===== src/rtl/pkt_chk_pkg.sv =====
// Packet header checker package with widths, header layout, bus structs and FSM states
`default_nettype none

package pkt_chk_pkg;

	////////////////////////////////////////////////////////////
	// Memory geometry
	////////////////////////////////////////////////////////////
	localparam int MEM_DEPTH = 32;
	localparam int ADDR_W    = 5;
	localparam int WORD_W    = 32;

	// CRC-8 generator, x^8 + x^2 + x + 1
	localparam logic [7:0] CRC_POLY = 8'h07;

	// Header word bit positions
	localparam int HDR_ECC_LSB  = 0;
	localparam int HDR_CNT_LSB  = 4;
	localparam int HDR_TYPE_LSB = 8;
	localparam int HDR_PAR_BIT  = 12;

	////////////////////////////////////////////////////////////
	// Plain vector types
	////////////////////////////////////////////////////////////
	typedef logic [ADDR_W-1:0] mem_addr_t;
	typedef logic [WORD_W-1:0] mem_word_t;
	typedef logic [3:0]        byte_cnt_t;
	typedef logic [3:0]        pkt_type_t;
	// Hamming code as stored, or syndrome after the check
	typedef logic [3:0]        ecc_code_t;
	typedef logic [7:0]        crc_t;

	// One host load, 37 bits
	typedef struct packed {
		mem_addr_t addr;
		mem_word_t data;
	} mem_wr_t;

	// One check request, header word address only
	typedef struct packed {
		mem_addr_t hdr_addr;
	} chk_job_t;

	// Returned with the job ack, 11 bits
	typedef struct packed {
		logic      ecc_corr;
		logic      ecc_uncorr;
		logic      crc_err;
		pkt_type_t pkt_type;
		byte_cnt_t byte_cnt;
	} chk_result_t;

	// Decoder output, data is {pkt_type, byte_cnt} after correction
	typedef struct packed {
		logic [7:0] data;
		logic       corr;
		logic       uncorr;
	} ecc_out_t;

	// Controller states
	typedef enum logic [2:0] {
		CTRL_IDLE,
		CTRL_HDR_WAIT,
		CTRL_HDR_CHECK,
		CTRL_PAYLOAD,
		CTRL_CRC_CMP,
		CTRL_DONE
	} ctrl_state_t;

endpackage

`default_nettype wire


===== src/rtl/pkt_mem.sv =====
// Packet word memory, four-phase host write port and synchronous read port
`timescale 1ns/1ns
`default_nettype none

module pkt_mem (
	input  logic                   clk,
	input  logic                   reset,
	// Host write side
	input  pkt_chk_pkg::mem_wr_t   load_i,
	input  logic                   load_req_i,
	output logic                   load_ack_o,
	// Checker read side
	input  logic                   rd_en_i,
	input  pkt_chk_pkg::mem_addr_t rd_addr_i,
	output pkt_chk_pkg::mem_word_t rd_data_o
);
	import pkt_chk_pkg::*;

	mem_word_t mem [MEM_DEPTH];
	mem_word_t rd_data_q;
	logic      ack_q;
	logic      wr_fire;

	// Write only on the rising phase, a held req sees ack high
	assign wr_fire = load_req_i && !ack_q;

	////////////////////////////////////////////////////////////
	// Storage
	////////////////////////////////////////////////////////////
	always_ff @(posedge clk) begin
		if (wr_fire)
			mem[load_i.addr] <= load_i.data;
		// Data valid the cycle after rd_en
		if (rd_en_i)
			rd_data_q <= mem[rd_addr_i];
	end

	// Load handshake
	// ack rises the cycle after req, falls the cycle after req drops
	always_ff @(posedge clk) begin
		if (reset) begin
			ack_q <= 1'b0;
		end else if (wr_fire) begin
			ack_q <= 1'b1;
		end else if (!load_req_i) begin
			ack_q <= 1'b0;
		end
	end

	assign load_ack_o = ack_q;
	assign rd_data_o  = rd_data_q;

endmodule

`default_nettype wire


===== src/rtl/hdr_ecc_decoder.sv =====
// Header SEC-DED decoder, checks {pkt_type, byte_cnt} and corrects a single-bit error
`timescale 1ns/1ns
`default_nettype none

module hdr_ecc_decoder (
	input  logic [7:0]             data_i,
	input  pkt_chk_pkg::ecc_code_t code_i,
	input  logic                   par_i,
	output pkt_chk_pkg::ecc_out_t  ecc_o
);
	import pkt_chk_pkg::*;

	ecc_code_t  calc_code;
	ecc_code_t  syndrome;
	logic       par_mismatch;
	logic [7:0] flip_mask;

	////////////////////////////////////////////////////////////
	// Recomputed Hamming check bits
	////////////////////////////////////////////////////////////
	assign calc_code[0] = data_i[0] ^ data_i[1] ^ data_i[3] ^ data_i[4] ^ data_i[6];
	assign calc_code[1] = data_i[0] ^ data_i[2] ^ data_i[3] ^ data_i[5] ^ data_i[6];
	assign calc_code[2] = data_i[1] ^ data_i[2] ^ data_i[3] ^ data_i[7];
	assign calc_code[3] = data_i[4] ^ data_i[5] ^ data_i[6] ^ data_i[7];

	assign syndrome = code_i ^ calc_code;

	// Overall parity spans data, code and the parity bit itself
	assign par_mismatch = ^{data_i, code_i, par_i};

	// Syndrome to data bit position
	always_comb begin
		case (syndrome)
			4'b0011: flip_mask = 8'b0000_0001;
			4'b0101: flip_mask = 8'b0000_0010;
			4'b0110: flip_mask = 8'b0000_0100;
			4'b0111: flip_mask = 8'b0000_1000;
			4'b1001: flip_mask = 8'b0001_0000;
			4'b1010: flip_mask = 8'b0010_0000;
			4'b1011: flip_mask = 8'b0100_0000;
			4'b1100: flip_mask = 8'b1000_0000;
			// Code bit or parity bit hit, data is fine
			default: flip_mask = 8'h00;
		endcase
	end

	// Classification
	// odd parity means one flipped bit, even parity with a syndrome means two
	always_comb begin
		ecc_o.data   = par_mismatch ? (data_i ^ flip_mask) : data_i;
		ecc_o.corr   = par_mismatch;
		ecc_o.uncorr = !par_mismatch && (syndrome != 4'b0000);
	end

endmodule

`default_nettype wire


===== src/rtl/crc8_accum.sv =====
// Running CRC-8 accumulator, advances one byte per cycle MSB first
`timescale 1ns/1ns
`default_nettype none

module crc8_accum (
	input  logic              clk,
	input  logic              reset,
	input  logic              clear_i,
	input  logic              byte_valid_i,
	input  pkt_chk_pkg::crc_t byte_i,
	output pkt_chk_pkg::crc_t crc_o
);
	import pkt_chk_pkg::*;

	crc_t crc_q;
	crc_t crc_next;

	////////////////////////////////////////////////////////////
	// Eight shift steps of the byte-wise update
	////////////////////////////////////////////////////////////
	always_comb begin
		// Byte enters at the top, MSB first
		crc_next = crc_q ^ byte_i;
		for (int i = 0; i < 8; i++) begin
			if (crc_next[7])
				crc_next = (crc_next << 1) ^ CRC_POLY;
			else
				crc_next = crc_next << 1;
		end
	end

	// Clear has priority over a byte in the same cycle
	always_ff @(posedge clk) begin
		if (reset) begin
			crc_q <= '0;
		end else if (clear_i) begin
			crc_q <= '0;
		end else if (byte_valid_i) begin
			crc_q <= crc_next;
		end
	end

	assign crc_o = crc_q;

endmodule

`default_nettype wire


===== src/rtl/pkt_chk_ctrl.sv =====
// Checker control FSM, runs the job handshake, sequences memory reads and builds the result
`timescale 1ns/1ns
`default_nettype none

module pkt_chk_ctrl (
	input  logic                     clk,
	input  logic                     reset,
	input  pkt_chk_pkg::chk_job_t    job_i,
	input  logic                     job_req_i,
	output logic                     job_ack_o,
	output pkt_chk_pkg::chk_result_t result_o,
	output logic                     rd_en_o,
	output pkt_chk_pkg::mem_addr_t   rd_addr_o,
	input  pkt_chk_pkg::mem_word_t   rd_data_i,
	output logic [7:0]               ecc_data_o,
	output pkt_chk_pkg::ecc_code_t   ecc_code_o,
	output logic                     ecc_par_o,
	input  pkt_chk_pkg::ecc_out_t    ecc_i,
	output logic                     crc_clear_o,
	output logic                     crc_byte_valid_o,
	output pkt_chk_pkg::crc_t        crc_byte_o,
	input  pkt_chk_pkg::crc_t        crc_i
);
	import pkt_chk_pkg::*;

	ctrl_state_t state_q;
	ctrl_state_t state_d;
	logic        job_ack_q;
	chk_result_t result_q;

	// Flags of the running job
	logic        ecc_corr_q;
	logic        ecc_uncorr_q;
	logic        crc_err_q;

	// Job data
	mem_addr_t   rd_addr_q;
	byte_cnt_t   cnt_q;
	pkt_type_t   pkt_type_q;
	byte_cnt_t   byte_cnt_q;
	crc_t        crc_stored_q;

	logic        job_start;
	logic        hdr_ok;
	logic        pay_active;

	// New job only from idle with the previous ack already dropped
	assign job_start  = (state_q == CTRL_IDLE) && job_req_i && !job_ack_q;
	assign hdr_ok     = !ecc_i.uncorr;
	// Payload bytes still arriving, zero means the CRC word is on the bus
	assign pay_active = (state_q == CTRL_PAYLOAD) && (cnt_q != '0);

	////////////////////////////////////////////////////////////
	// Header fields straight off the read data
	////////////////////////////////////////////////////////////
	assign ecc_data_o = {rd_data_i[HDR_TYPE_LSB +: 4], rd_data_i[HDR_CNT_LSB +: 4]};
	assign ecc_code_o = rd_data_i[HDR_ECC_LSB +: 4];
	assign ecc_par_o  = rd_data_i[HDR_PAR_BIT];

	// Read issue
	// header in HDR_WAIT, first payload word in HDR_CHECK, then one per cycle
	assign rd_en_o   = (state_q == CTRL_HDR_WAIT)
	                || ((state_q == CTRL_HDR_CHECK) && hdr_ok)
	                || pay_active;
	assign rd_addr_o = rd_addr_q;

	// CRC feed, low byte of each returning word
	assign crc_clear_o      = (state_q == CTRL_HDR_CHECK);
	assign crc_byte_valid_o = pay_active;
	assign crc_byte_o       = rd_data_i[7:0];

	assign job_ack_o = job_ack_q;
	assign result_o  = result_q;

	////////////////////////////////////////////////////////////
	// Next state
	////////////////////////////////////////////////////////////
	always_comb begin
		state_d = state_q;
		case (state_q)
			CTRL_IDLE:      if (job_start) state_d = CTRL_HDR_WAIT;
			CTRL_HDR_WAIT:  state_d = CTRL_HDR_CHECK;
			// Uncorrectable header skips the payload
			CTRL_HDR_CHECK: state_d = hdr_ok ? CTRL_PAYLOAD : CTRL_DONE;
			CTRL_PAYLOAD:   if (cnt_q == '0) state_d = CTRL_CRC_CMP;
			CTRL_CRC_CMP:   state_d = CTRL_DONE;
			// Wait for the host to drop req
			CTRL_DONE:      if (job_ack_q && !job_req_i) state_d = CTRL_IDLE;
			default:        state_d = CTRL_IDLE;
		endcase
	end

	// Control state, flags and handshake
	always_ff @(posedge clk) begin
		if (reset) begin
			state_q      <= CTRL_IDLE;
			job_ack_q    <= 1'b0;
			result_q     <= '0;
			ecc_corr_q   <= 1'b0;
			ecc_uncorr_q <= 1'b0;
			crc_err_q    <= 1'b0;
		end else begin
			state_q <= state_d;
			if (state_q == CTRL_HDR_CHECK) begin
				ecc_corr_q   <= ecc_i.corr;
				ecc_uncorr_q <= ecc_i.uncorr;
				crc_err_q    <= 1'b0;
			end
			if (state_q == CTRL_CRC_CMP)
				crc_err_q <= (crc_i != crc_stored_q);
			if (state_q == CTRL_DONE) begin
				if (!job_ack_q) begin
					// Result frozen here and held while ack is high
					result_q.ecc_corr   <= ecc_corr_q;
					result_q.ecc_uncorr <= ecc_uncorr_q;
					result_q.crc_err    <= crc_err_q;
					result_q.pkt_type   <= pkt_type_q;
					result_q.byte_cnt   <= byte_cnt_q;
					job_ack_q           <= 1'b1;
				end else if (!job_req_i) begin
					job_ack_q <= 1'b0;
				end
			end
		end
	end

	////////////////////////////////////////////////////////////
	// Address, countdown and captured header data
	////////////////////////////////////////////////////////////
	always_ff @(posedge clk) begin
		if (job_start)
			rd_addr_q <= job_i.hdr_addr;
		else if (rd_en_o)
			rd_addr_q <= rd_addr_q + 1'b1;

		// Corrected fields, count drives the payload length
		if (state_q == CTRL_HDR_CHECK) begin
			pkt_type_q <= ecc_i.data[7:4];
			byte_cnt_q <= ecc_i.data[3:0];
			cnt_q      <= ecc_i.data[3:0];
		end else if (pay_active) begin
			cnt_q <= cnt_q - 1'b1;
		end

		// Word after the last payload byte carries the stored CRC
		if ((state_q == CTRL_PAYLOAD) && (cnt_q == '0))
			crc_stored_q <= rd_data_i[7:0];
	end

endmodule

`default_nettype wire


===== src/rtl/pkt_chk_top.sv =====
// Packet header checker top, joins packet memory, controller, ECC decoder and CRC unit
`timescale 1ns/1ns
`default_nettype none

module pkt_chk_top (
	input  logic                     clk,
	input  logic                     reset,
	// Host load port, four-phase
	input  pkt_chk_pkg::mem_wr_t     load_i,
	input  logic                     load_req_i,
	output logic                     load_ack_o,
	// Host job port, four-phase
	input  pkt_chk_pkg::chk_job_t    job_i,
	input  logic                     job_req_i,
	output logic                     job_ack_o,
	output pkt_chk_pkg::chk_result_t result_o
);
	import pkt_chk_pkg::*;

	// Read port between controller and memory
	logic       rd_en;
	mem_addr_t  rd_addr;
	mem_word_t  rd_data;

	// Header field to the decoder and its verdict
	logic [7:0] ecc_data;
	ecc_code_t  ecc_code;
	logic       ecc_par;
	ecc_out_t   ecc_out;

	// Byte stream into the CRC unit
	logic       crc_clear;
	logic       crc_byte_valid;
	crc_t       crc_byte;
	crc_t       crc_val;

	////////////////////////////////////////////////////////////
	// Packet memory
	////////////////////////////////////////////////////////////
	pkt_mem u_mem (
		.clk        (clk),
		.reset      (reset),
		.load_i     (load_i),
		.load_req_i (load_req_i),
		.load_ack_o (load_ack_o),
		.rd_en_i    (rd_en),
		.rd_addr_i  (rd_addr),
		.rd_data_o  (rd_data)
	);

	////////////////////////////////////////////////////////////
	// Job sequencing
	////////////////////////////////////////////////////////////
	pkt_chk_ctrl u_ctrl (
		.clk              (clk),
		.reset            (reset),
		.job_i            (job_i),
		.job_req_i        (job_req_i),
		.job_ack_o        (job_ack_o),
		.result_o         (result_o),
		.rd_en_o          (rd_en),
		.rd_addr_o        (rd_addr),
		.rd_data_i        (rd_data),
		.ecc_data_o       (ecc_data),
		.ecc_code_o       (ecc_code),
		.ecc_par_o        (ecc_par),
		.ecc_i            (ecc_out),
		.crc_clear_o      (crc_clear),
		.crc_byte_valid_o (crc_byte_valid),
		.crc_byte_o       (crc_byte),
		.crc_i            (crc_val)
	);

	// Header check, purely combinational
	hdr_ecc_decoder u_ecc (
		.data_i (ecc_data),
		.code_i (ecc_code),
		.par_i  (ecc_par),
		.ecc_o  (ecc_out)
	);

	// Payload CRC
	crc8_accum u_crc (
		.clk          (clk),
		.reset        (reset),
		.clear_i      (crc_clear),
		.byte_valid_i (crc_byte_valid),
		.byte_i       (crc_byte),
		.crc_o        (crc_val)
	);

endmodule

`default_nettype wire


===== config.mk =====
export PLATFORM = sky130hd
export DESIGN_NAME = pkt_chk_top
export DESIGN_NICKNAME = d
export VERILOG_FILES = /design/src/rtl/pkt_chk_pkg.sv /design/src/rtl/pkt_mem.sv /design/src/rtl/hdr_ecc_decoder.sv /design/src/rtl/crc8_accum.sv /design/src/rtl/pkt_chk_ctrl.sv /design/src/rtl/pkt_chk_top.sv
export SDC_FILE = /design/constraint.sdc
export NUM_CORES = 1
export LEC_CHECK = 0
export ABC_AREA = 1
export BUFFER_PORTS_ARGS = -buffer_cell sky130_fd_sc_hd__buf_2
export CAP_MARGIN = 20
export CORE_MARGIN = 2
export CORE_UTILIZATION = 56
export DETAILED_ROUTE_END_ITERATION = 7
export HOLD_SLACK_MARGIN = 0.03
export PLACE_DENSITY = 0.76
export SYNTH_ARGS = -nofsm -noshare
export SYNTH_HDL_FRONTEND = slang
export SYNTH_SLANG_ARGS = --single-unit

===== constraint.sdc =====
create_clock -name clk -period 1.9 [get_ports clk]
set_input_delay 0.38 -clock clk [delete_from_list [all_inputs] [get_ports clk]]
set_output_delay 0.38 -clock clk [all_outputs]
set_load 0.02 [all_outputs]

==> impl_metrics.env, run 1 <==
export IMPL_status="complete, but fails checks"
export IMPL_synth_area_mm2=0.01975
export IMPL_synth_area_leaders="edfxtp_1 (69%), o21ai_0 (5.6%), nor2_1 (5.4%)"
export IMPL_yosysMostFrequentCell="edfxtp_1"
export IMPL_grt_pass1_wl_um=79780
export IMPL_netlist_instances=1661
export IMPL_cts_buffers=47
export IMPL_regArea_mm2=0.01417
export IMPL_drt_iter0_drc=1547
export IMPL_numPortBuffers=39
export IMPL_fin_crit_ns=2.261
export IMPL_clkSlewWorstSetupHoldPaths_ns=0.07
export IMPL_dieArea_mm2=0.03678
export IMPL_cts_max_path_buffers=3
export IMPL_ctsHtreeMaxLevel=2
export IMPL_crit_path_end_kind="flop"
export IMPL_highest_layer="met5"
export IMPL_finClkSkew_ns=0.02271
export IMPL_violations="negative setup slack"
export IMPL_place_gp_congestion=0.8842
export IMPL_min_path_type="primary input to flop"
export IMPL_cts_tree="done"
export IMPL_r2r_end="u_mem.rd_data_o[9]"
export IMPL_avgViaCountPerCell=6.141
export IMPL_place_ws_ns=-0.3119
export IMPL_die_w_um=191.8
export IMPL_drv_cap=0
export IMPL_ys_seq_area_share_pct=71.77
export IMPL_grt_overflow=0
export IMPL_slew_headroom_pct=49.52
export IMPL_yosys_area_share_simple_pct=12.25
export IMPL_worstPathArrival_ns=2.55
export IMPL_fmax_ghz=0.4423
export IMPL_required_ns=2.19
export IMPL_hpwl_um=30310
export IMPL_finalHoldViolations=0
export IMPL_synth_mux_area_fraction_pct=0
export IMPL_root_buffer="clkbuf_16"
export IMPL_regToRegSetupSlack_ns=-0.36
export IMPL_die_h_um=191.8
export IMPL_leakage_nw=8.791
export IMPL_syn_nets=1709
export IMPL_wl_per_cell_um=22.73
export IMPL_hold_depth=3
export IMPL_clk_insertion_delay_late_ns=0.59
export IMPL_fin_area_mm2=0.02449
export IMPL_num_vias=14460
export IMPL_drt_wl_total_um=53500
export IMPL_ant_nets=0
export IMPL_grt_pass1_vias=14210
export IMPL_fin_ws_ns=-0.3608
export IMPL_yosys_warnings=0
export IMPL_nets=1909
export IMPL_synth_xor_xnor_area_share_pct=1.350
export IMPL_wl_met3_um=4760
export IMPL_wl_met2_um=27060
export IMPL_synth_top_family_by_area="simple AND/OR/NAND/NOR gates"
export IMPL_synthAdderAreaFrac_pct=0.1267
export IMPL_synth_commonest_cells="edfxtp_1 (454), nor2_1 (282), nand2_1 (220)"
export IMPL_cts_sinks=481
export IMPL_yosys_area_top_type="edfxtp_1"
export IMPL_initial_core_util_pct=57.03
export IMPL_synthArstFlopShare_pct=0
export IMPL_track_usage_pct=29.21
export IMPL_p_per_area_mw_per_mm2=1648
export IMPL_r2r_cells=11
export IMPL_synth_cell_type_count=34
export IMPL_final_max_slew_viol_count=0
export IMPL_drive_gt1_share_pct=23.14
export IMPL_startpoint_type="flop"
export IMPL_setup_tns_ns=-11.74
export IMPL_rsz0062_at_grt="yes"
export IMPL_ys_ff_latch=481
export IMPL_ir_drop_uv=1437
export IMPL_tightestPinTransition_ns=0.7572
export IMPL_synth_edf_count=454
export IMPL_placed_area_mm2=0.02193
export IMPL_pin_count=59
export IMPL_cp_max_fo=7
export IMPL_fin_crit_sh_pct=119.0
export IMPL_syn_avg_cell_area_um2=11.89
export IMPL_drt_pass1_iter_count=8
export IMPL_path_class="flop to flop"
export IMPL_hold_end="u_ctrl.rd_addr_o[4]"
export IMPL_fillCellCount=2129
export IMPL_synth_top_cell_area_share_pct=69.04
export IMPL_core_area_mm2=0.03463
export IMPL_drcViolationCount=0
export IMPL_grt_max_degree=37
export IMPL_drt_met1_wl_um=18820
export IMPL_r2r_start="u_mem.rd_data_o[10]"
export IMPL_finalPower_mw=40.35
export IMPL_setup_viol=47
export IMPL_antenna_found_initial=1
export IMPL_area_delta_synth_final_pct=24.03
export IMPL_synth_compound_area_share_pct=11.05
export IMPL_rows=68
export IMPL_synthFlopType="edfxtp_1"
export IMPL_multi_input_area_mm2=0.005421
export IMPL_worstHoldStart="job_i[4]"
==> sequential cells by signal, summed over array words and instances, names as in the netlist <==
signal	cells
u_ctrl.job_ack_o	1
u_ctrl.result_o	11
u_ctrl.rd_addr_o	5
u_ctrl.crc_stored_q	8
u_ctrl.byte_cnt_q	4
u_ctrl.pkt_type_q	4
u_ctrl.ecc_uncorr_q	1
u_ctrl.cnt_q	4
u_ctrl.crc_err_q	1
u_crc.crc_o	8
u_mem.mem	416
u_mem.load_ack_o	1
u_ctrl.state_q	3
u_ctrl.ecc_corr_q	1
u_mem.rd_data_o	13
==> final cells by class <==
class | instances | area share (%)
Clock buffer | 63 | 5.088
Multi-Input combinational cell | 1011 | 22.14
Antenna cell | 2 | 0.02043
Inverter | 78 | 1.246
Clock inverter | 22 | 0.9655
Timing Repair Buffer | 242 | 10.35
Tap cell | 455 | 2.324
Sequential cell | 481 | 57.87
==> placed cells by master (no fill, tap or decap), types with 4 or more instances in the layout <==
| master | synthesis | routed |
|---|---|---|
| o211ai_1 | 14 | 14 |
| inv_1 | 60 | 58 |
| nand2_2 | 1 | 27 |
| nand2_4 | 0 | 4 |
| dfxtp_1 | 27 | 27 |
| clkbuf_1 | 61 | 15 |
| o221ai_1 | 39 | 34 |
| nor2_1 | 282 | 271 |
| o21ai_0 | 219 | 178 |
| nand4_1 | 17 | 17 |
| o2111ai_1 | 4 | 4 |
| buf_4 | 2 | 132 |
| clkbuf_16 | 0 | 48 |
| o21ai_1 | 23 | 31 |
| o22ai_1 | 62 | 53 |
| buf_6 | 1 | 14 |
| buf_16 | 0 | 5 |
| a21oi_1 | 14 | 14 |
| bufinv_16 | 0 | 4 |
| or2_2 | 4 | 4 |
| nand2_1 | 220 | 190 |
| clkinv_2 | 0 | 6 |
| edfxtp_1 | 454 | 454 |
| nand3_2 | 0 | 16 |
| o21ai_2 | 0 | 31 |
| buf_2 | 23 | 39 |
| buf_12 | 0 | 44 |
| o221ai_2 | 0 | 5 |
| xor2_1 | 10 | 10 |
| a31oi_1 | 5 | 5 |
| inv_2 | 13 | 13 |
| nor2_2 | 1 | 8 |
| nor2_4 | 0 | 4 |
| clkinv_1 | 4 | 12 |
| nand3_1 | 67 | 49 |
| o22ai_2 | 0 | 9 |
| xnor2_1 | 13 | 11 |
==> power breakdown <==
part           internal [mW]  leakage, nW  switching, mW
clock                   5.18        0.721           3.92
combinational           7.45         3.75           10.9
sequential              12.4         4.32          0.554
total                   25.0         8.79           15.4
==> metal layers <==
| layer | vias to the layer above | track usage, % |
|---|---|---|
| met5 | - | 0 |
| met4 | 2 | 15.24 |
| met3 | 198 | 4.897 |
| met2 | 881 | 50.89 |
| met1 | 6950 | 34.96 |
| li1 | 6426 | - |
==> through the flow <==
| stage | utilization (%) | std cells | hold slack (ns) |
|---|---|---|---|
| floorplan | - | 1661 | 0.4206 |
| global placement | 63.32 | 2229 | 0.4511 |
| detailed placement | 63.32 | 2229 | 0.4581 |
| CTS | 70.07 | 2345 | 0.09949 |
| global route | 70.71 | 2352 | 0.1366 |
| finish | 70.73 | 2354 | 0.1324 |
==> worst max-delay path, cell delays in order, from the launching register on <==
cell and delay [ns]:
edfxtp_1 0.51, buf_4 0.19, xnor2_1 0.29, inv_1 0.14
nand3_2 0.10, nand2_2 0.08, nor2_2 0.11, nand3_2 0.10
nand2_2 0.09, nand2_2 0.07, nand3_4 0.13, buf_12 0.15
==> kinds of logic after synthesis <==
kind of cell             Yosys count
AO/OA/AOI/OAI                    380
XOR/XNOR                          27
adder cells (fa/ha/maj)            2
buffers and inverters            169
flip-flops                       481
AND/OR/NAND/NOR                  602
==> worst max-delay path by stage <==
stage                             start            endpoint  slack (ns)  depth (start not counted)
finish              u_mem.rd_data_o[10]  u_mem.rd_data_o[9]       -0.36                         11
global route         u_mem.rd_data_o[4]     u_ctrl.cnt_q[1]       -0.40                         15
CTS                 u_ctrl.rd_addr_o[1]  u_mem.rd_data_o[3]       -0.16                          9
detailed placement  u_ctrl.rd_addr_o[0]  u_mem.rd_data_o[2]       -0.31                          8
global placement    u_ctrl.rd_addr_o[0]  u_mem.rd_data_o[2]       -0.20                          8
floorplan            u_mem.rd_data_o[7]  u_mem.rd_data_o[0]        0.05                         15
==> timing repair <==
action                                  CTS  global route
cloned                                    7             1
hold buffers                              2             0
endpoints found under the setup margin   46            53
hold endpoints to repair                  3             0
setup buffers                            25             7
resized for setup                       152            41
pin swaps                                80            38
No activity file was read; power rests on OpenSTA's default activity.
==> inputs of run 2 (changes only) <==
--- a/config.mk
+++ b/config.mk
@@ -8,11 +8,13 @@
 export ABC_AREA = 1
 export BUFFER_PORTS_ARGS = -buffer_cell sky130_fd_sc_hd__buf_2
 export CAP_MARGIN = 20
+export CELL_PAD_IN_SITES_DETAIL_PLACEMENT = 1
+export CELL_PAD_IN_SITES_GLOBAL_PLACEMENT = 1
 export CORE_MARGIN = 2
-export CORE_UTILIZATION = 56
+export CORE_UTILIZATION = 46
 export DETAILED_ROUTE_END_ITERATION = 7
 export HOLD_SLACK_MARGIN = 0.03
-export PLACE_DENSITY = 0.76
+export PLACE_DENSITY_LB_ADDON = 0.1
 export SYNTH_ARGS = -nofsm -noshare
 export SYNTH_HDL_FRONTEND = slang
 export SYNTH_SLANG_ARGS = --single-unit
==> run 2 against run 1 <==
Against the previous run: the flow still finishes with violations (negative setup slack); global-route usage is 1.1 points lower; total power is 12% higher; die area is 21% higher; critical path type unchanged; largest power group unchanged; highest routed layer is now met4.
==> impl_metrics.env, run 2 (same netlist as run 1, synthesis figures left out) <==
export IMPL_crit_path_end_kind="flop"
export IMPL_layout_commonest_cell="edfxtp_1"
export IMPL_r2r_end="u_mem.rd_data_o[9]"
export IMPL_rsz0062_at_grt="yes"
export IMPL_clkSlewWorstSetupHoldPaths_ns=0.06
export IMPL_ir_drop_uv=903.3
export IMPL_hpwl_um=36790
export IMPL_worstPathCellList="buf_6 > buf_16 > buf_16 > buf_12 > o21ai_4 > o221ai_2 > o211ai_1 > nand3_1 > o21ai_1 > inv_1"
export IMPL_cts_buffers=52
export IMPL_fillCellCount=4089
export IMPL_p_int_mw=27.50
export IMPL_area_delta_synth_final_pct=31.07
export IMPL_r2r_start="u_ctrl.rd_addr_o[0]"
export IMPL_required_ns=2.25
export IMPL_finClkSkew_ns=0.03560
export IMPL_leakage_nw=9.292
export IMPL_finalHoldViolations=0
export IMPL_place_ws_ns=-0.4225
export IMPL_final_cells=2489
export IMPL_track_usage_pct=28.08
export IMPL_place_gp_congestion=0.8066
export IMPL_startpoint_type="flop"
export IMPL_clk_insertion_delay_late_ns=0.62
export IMPL_path_class="flop to flop"
export IMPL_fmax_ghz=0.4480
export IMPL_hold_end="u_ctrl.rd_addr_o[1]"
export IMPL_setup_viol=47
export IMPL_r2r_cells=10
export IMPL_dieArea_mm2=0.04460
export IMPL_rows=75
export IMPL_p_clk_share_pct=21.6
export IMPL_largest_reg_flops=416
export IMPL_cts_max_path_buffers=3
export IMPL_final_max_slew_viol_count=0
export IMPL_drcViolationCount=0
export IMPL_fin_crit_ns=2.232
export IMPL_tightestPinTransition_ns=0.7992
export IMPL_critPathMaxStageDelay_ns=0.42
export IMPL_drive_gt1_share_pct=29.16
export IMPL_comb_power_share_pct=50.1
export IMPL_regMostFlops="u_mem.mem"
export IMPL_root_buffer="clkbuf_16"
export IMPL_fin_ws_ns=-0.3324
export IMPL_initial_core_util_pct=46.87
export IMPL_cp_max_fo=7
export IMPL_drt_pass1_iter_count=5
export IMPL_drt_wl_total_um=66300
export IMPL_setup_tns_ns=-9.207
export IMPL_worstPathArrival_ns=2.58
export IMPL_avgViaCountPerCell=5.922
export IMPL_core_area_mm2=0.04213
export IMPL_worstHoldStart="job_i[1]"
export IMPL_status="complete, but fails checks"
export IMPL_pin_count=59
export IMPL_cts_sinks=481
export IMPL_cpMostUsedCell="buf_16"
export IMPL_hold_depth=3
export IMPL_ctsHtreeMaxLevel=2
export IMPL_p_per_area_mw_per_mm2=1753
export IMPL_drv_cap=0
export IMPL_seqPwrFrac_pct=28.3
export IMPL_regToRegSetupSlack_ns=-0.33
export IMPL_die_w_um=211.2
export IMPL_cts_tree="done"
export IMPL_grt_overflow=0
export IMPL_critPathBufInv=5
export IMPL_ant_nets=0
export IMPL_dp_cells=2320
export IMPL_min_path_type="primary input to flop"
export IMPL_power_switching_share_pct=39.41
export IMPL_slew_headroom_pct=46.72
export IMPL_final_cell_mix="edfxtp_1 (454), nor2_1 (243), nand2_1 (176)"
export IMPL_grt_pass1_vias=15010
export IMPL_num_vias=14740
export IMPL_grt_max_degree=55
export IMPL_fin_crit_sh_pct=117.5
export IMPL_hold_slack_ns=0.1206
export IMPL_path_delay_family="buffers and inverters"
export IMPL_nets=1957
export IMPL_antenna_found_initial=1
export IMPL_numPortBuffers=39
export IMPL_die_h_um=211.2
export IMPL_wl_per_cell_um=26.64
export IMPL_switching_power_mw=17.88
export IMPL_drt_iter0_drc=1263
export IMPL_violations="negative setup slack"
export IMPL_grt_pass1_wl_um=92250
export IMPL_slowest_stage="edfxtp_1"
==> run 2: power groups by stage <==
stage	registers, mW	clock network [mW]	logic [mW]
global route	12.9	10.3	24.1
global placement	13.0	0	14.8
finish	12.8	9.82	22.7
CTS	12.8	9.87	18.8
detailed placement	13.1	0	15.3
floorplan	12.9	0	8.57
==> run 2: timing repair <==
item | CTS | global route
hold buffers | 2 | 0
cloned | 10 | 14
pin swaps | 46 | 116
setup endpoints to repair | 45 | 53
setup buffers | 24 | 27
resized for setup | 148 | 225
hold endpoints to repair | 3 | 0
==> run 2: stage by stage <==
step	power (mW)	util, %	instance area (µm²)
floorplan	21.42	-	19760
global placement	27.87	52.48	22110
detailed placement	28.40	52.48	22110
CTS	41.50	58.60	24690
global route	47.28	61.42	25880
finish	45.38	61.43	25880
==> run 2: worst min-delay path, stage by stage <==
cell     delay (ns)
buf_2          0.11
nand2_1        0.06
nand2_1        0.05
==> run 2: metal layers <==
layer	vias up	part of all wire (%)	GRT usage [%]
li1	6542	-	-
met1	7566	41	37.53
met2	496	49	47.13
met3	135	5.8	3.910
met4	0	3.2	10.10
met5	-	0	0
==> run 2: layout make-up <==
type,count,area [µm²],area share (%)
flip-flops and latches,481,14170,54.76
multi-input cells,1011,5863,22.65
repair buffers,283,3188,12.32
clock buffers,65,1411,5.453
well taps,539,674.4,2.605
inverters,78,329.1,1.271
clock inverters,28,226.5,0.8749
repair inverters,2,12.51,0.04834
diodes,2,5.005,0.01934
==> run 2: worst max-delay path by stage <==
stage	end	cells past startpoint	start
global placement	u_mem.rd_data_o[3]	8	u_ctrl.rd_addr_o[0]
finish	u_mem.rd_data_o[9]	10	u_ctrl.rd_addr_o[0]
CTS	u_mem.rd_data_o[8]	9	u_ctrl.rd_addr_o[0]
floorplan	u_mem.rd_data_o[0]	15	u_mem.rd_data_o[7]
detailed placement	u_mem.rd_data_o[1]	9	u_ctrl.rd_addr_o[0]
global route	u_mem.rd_data_o[9]	10	u_ctrl.rd_addr_o[0]
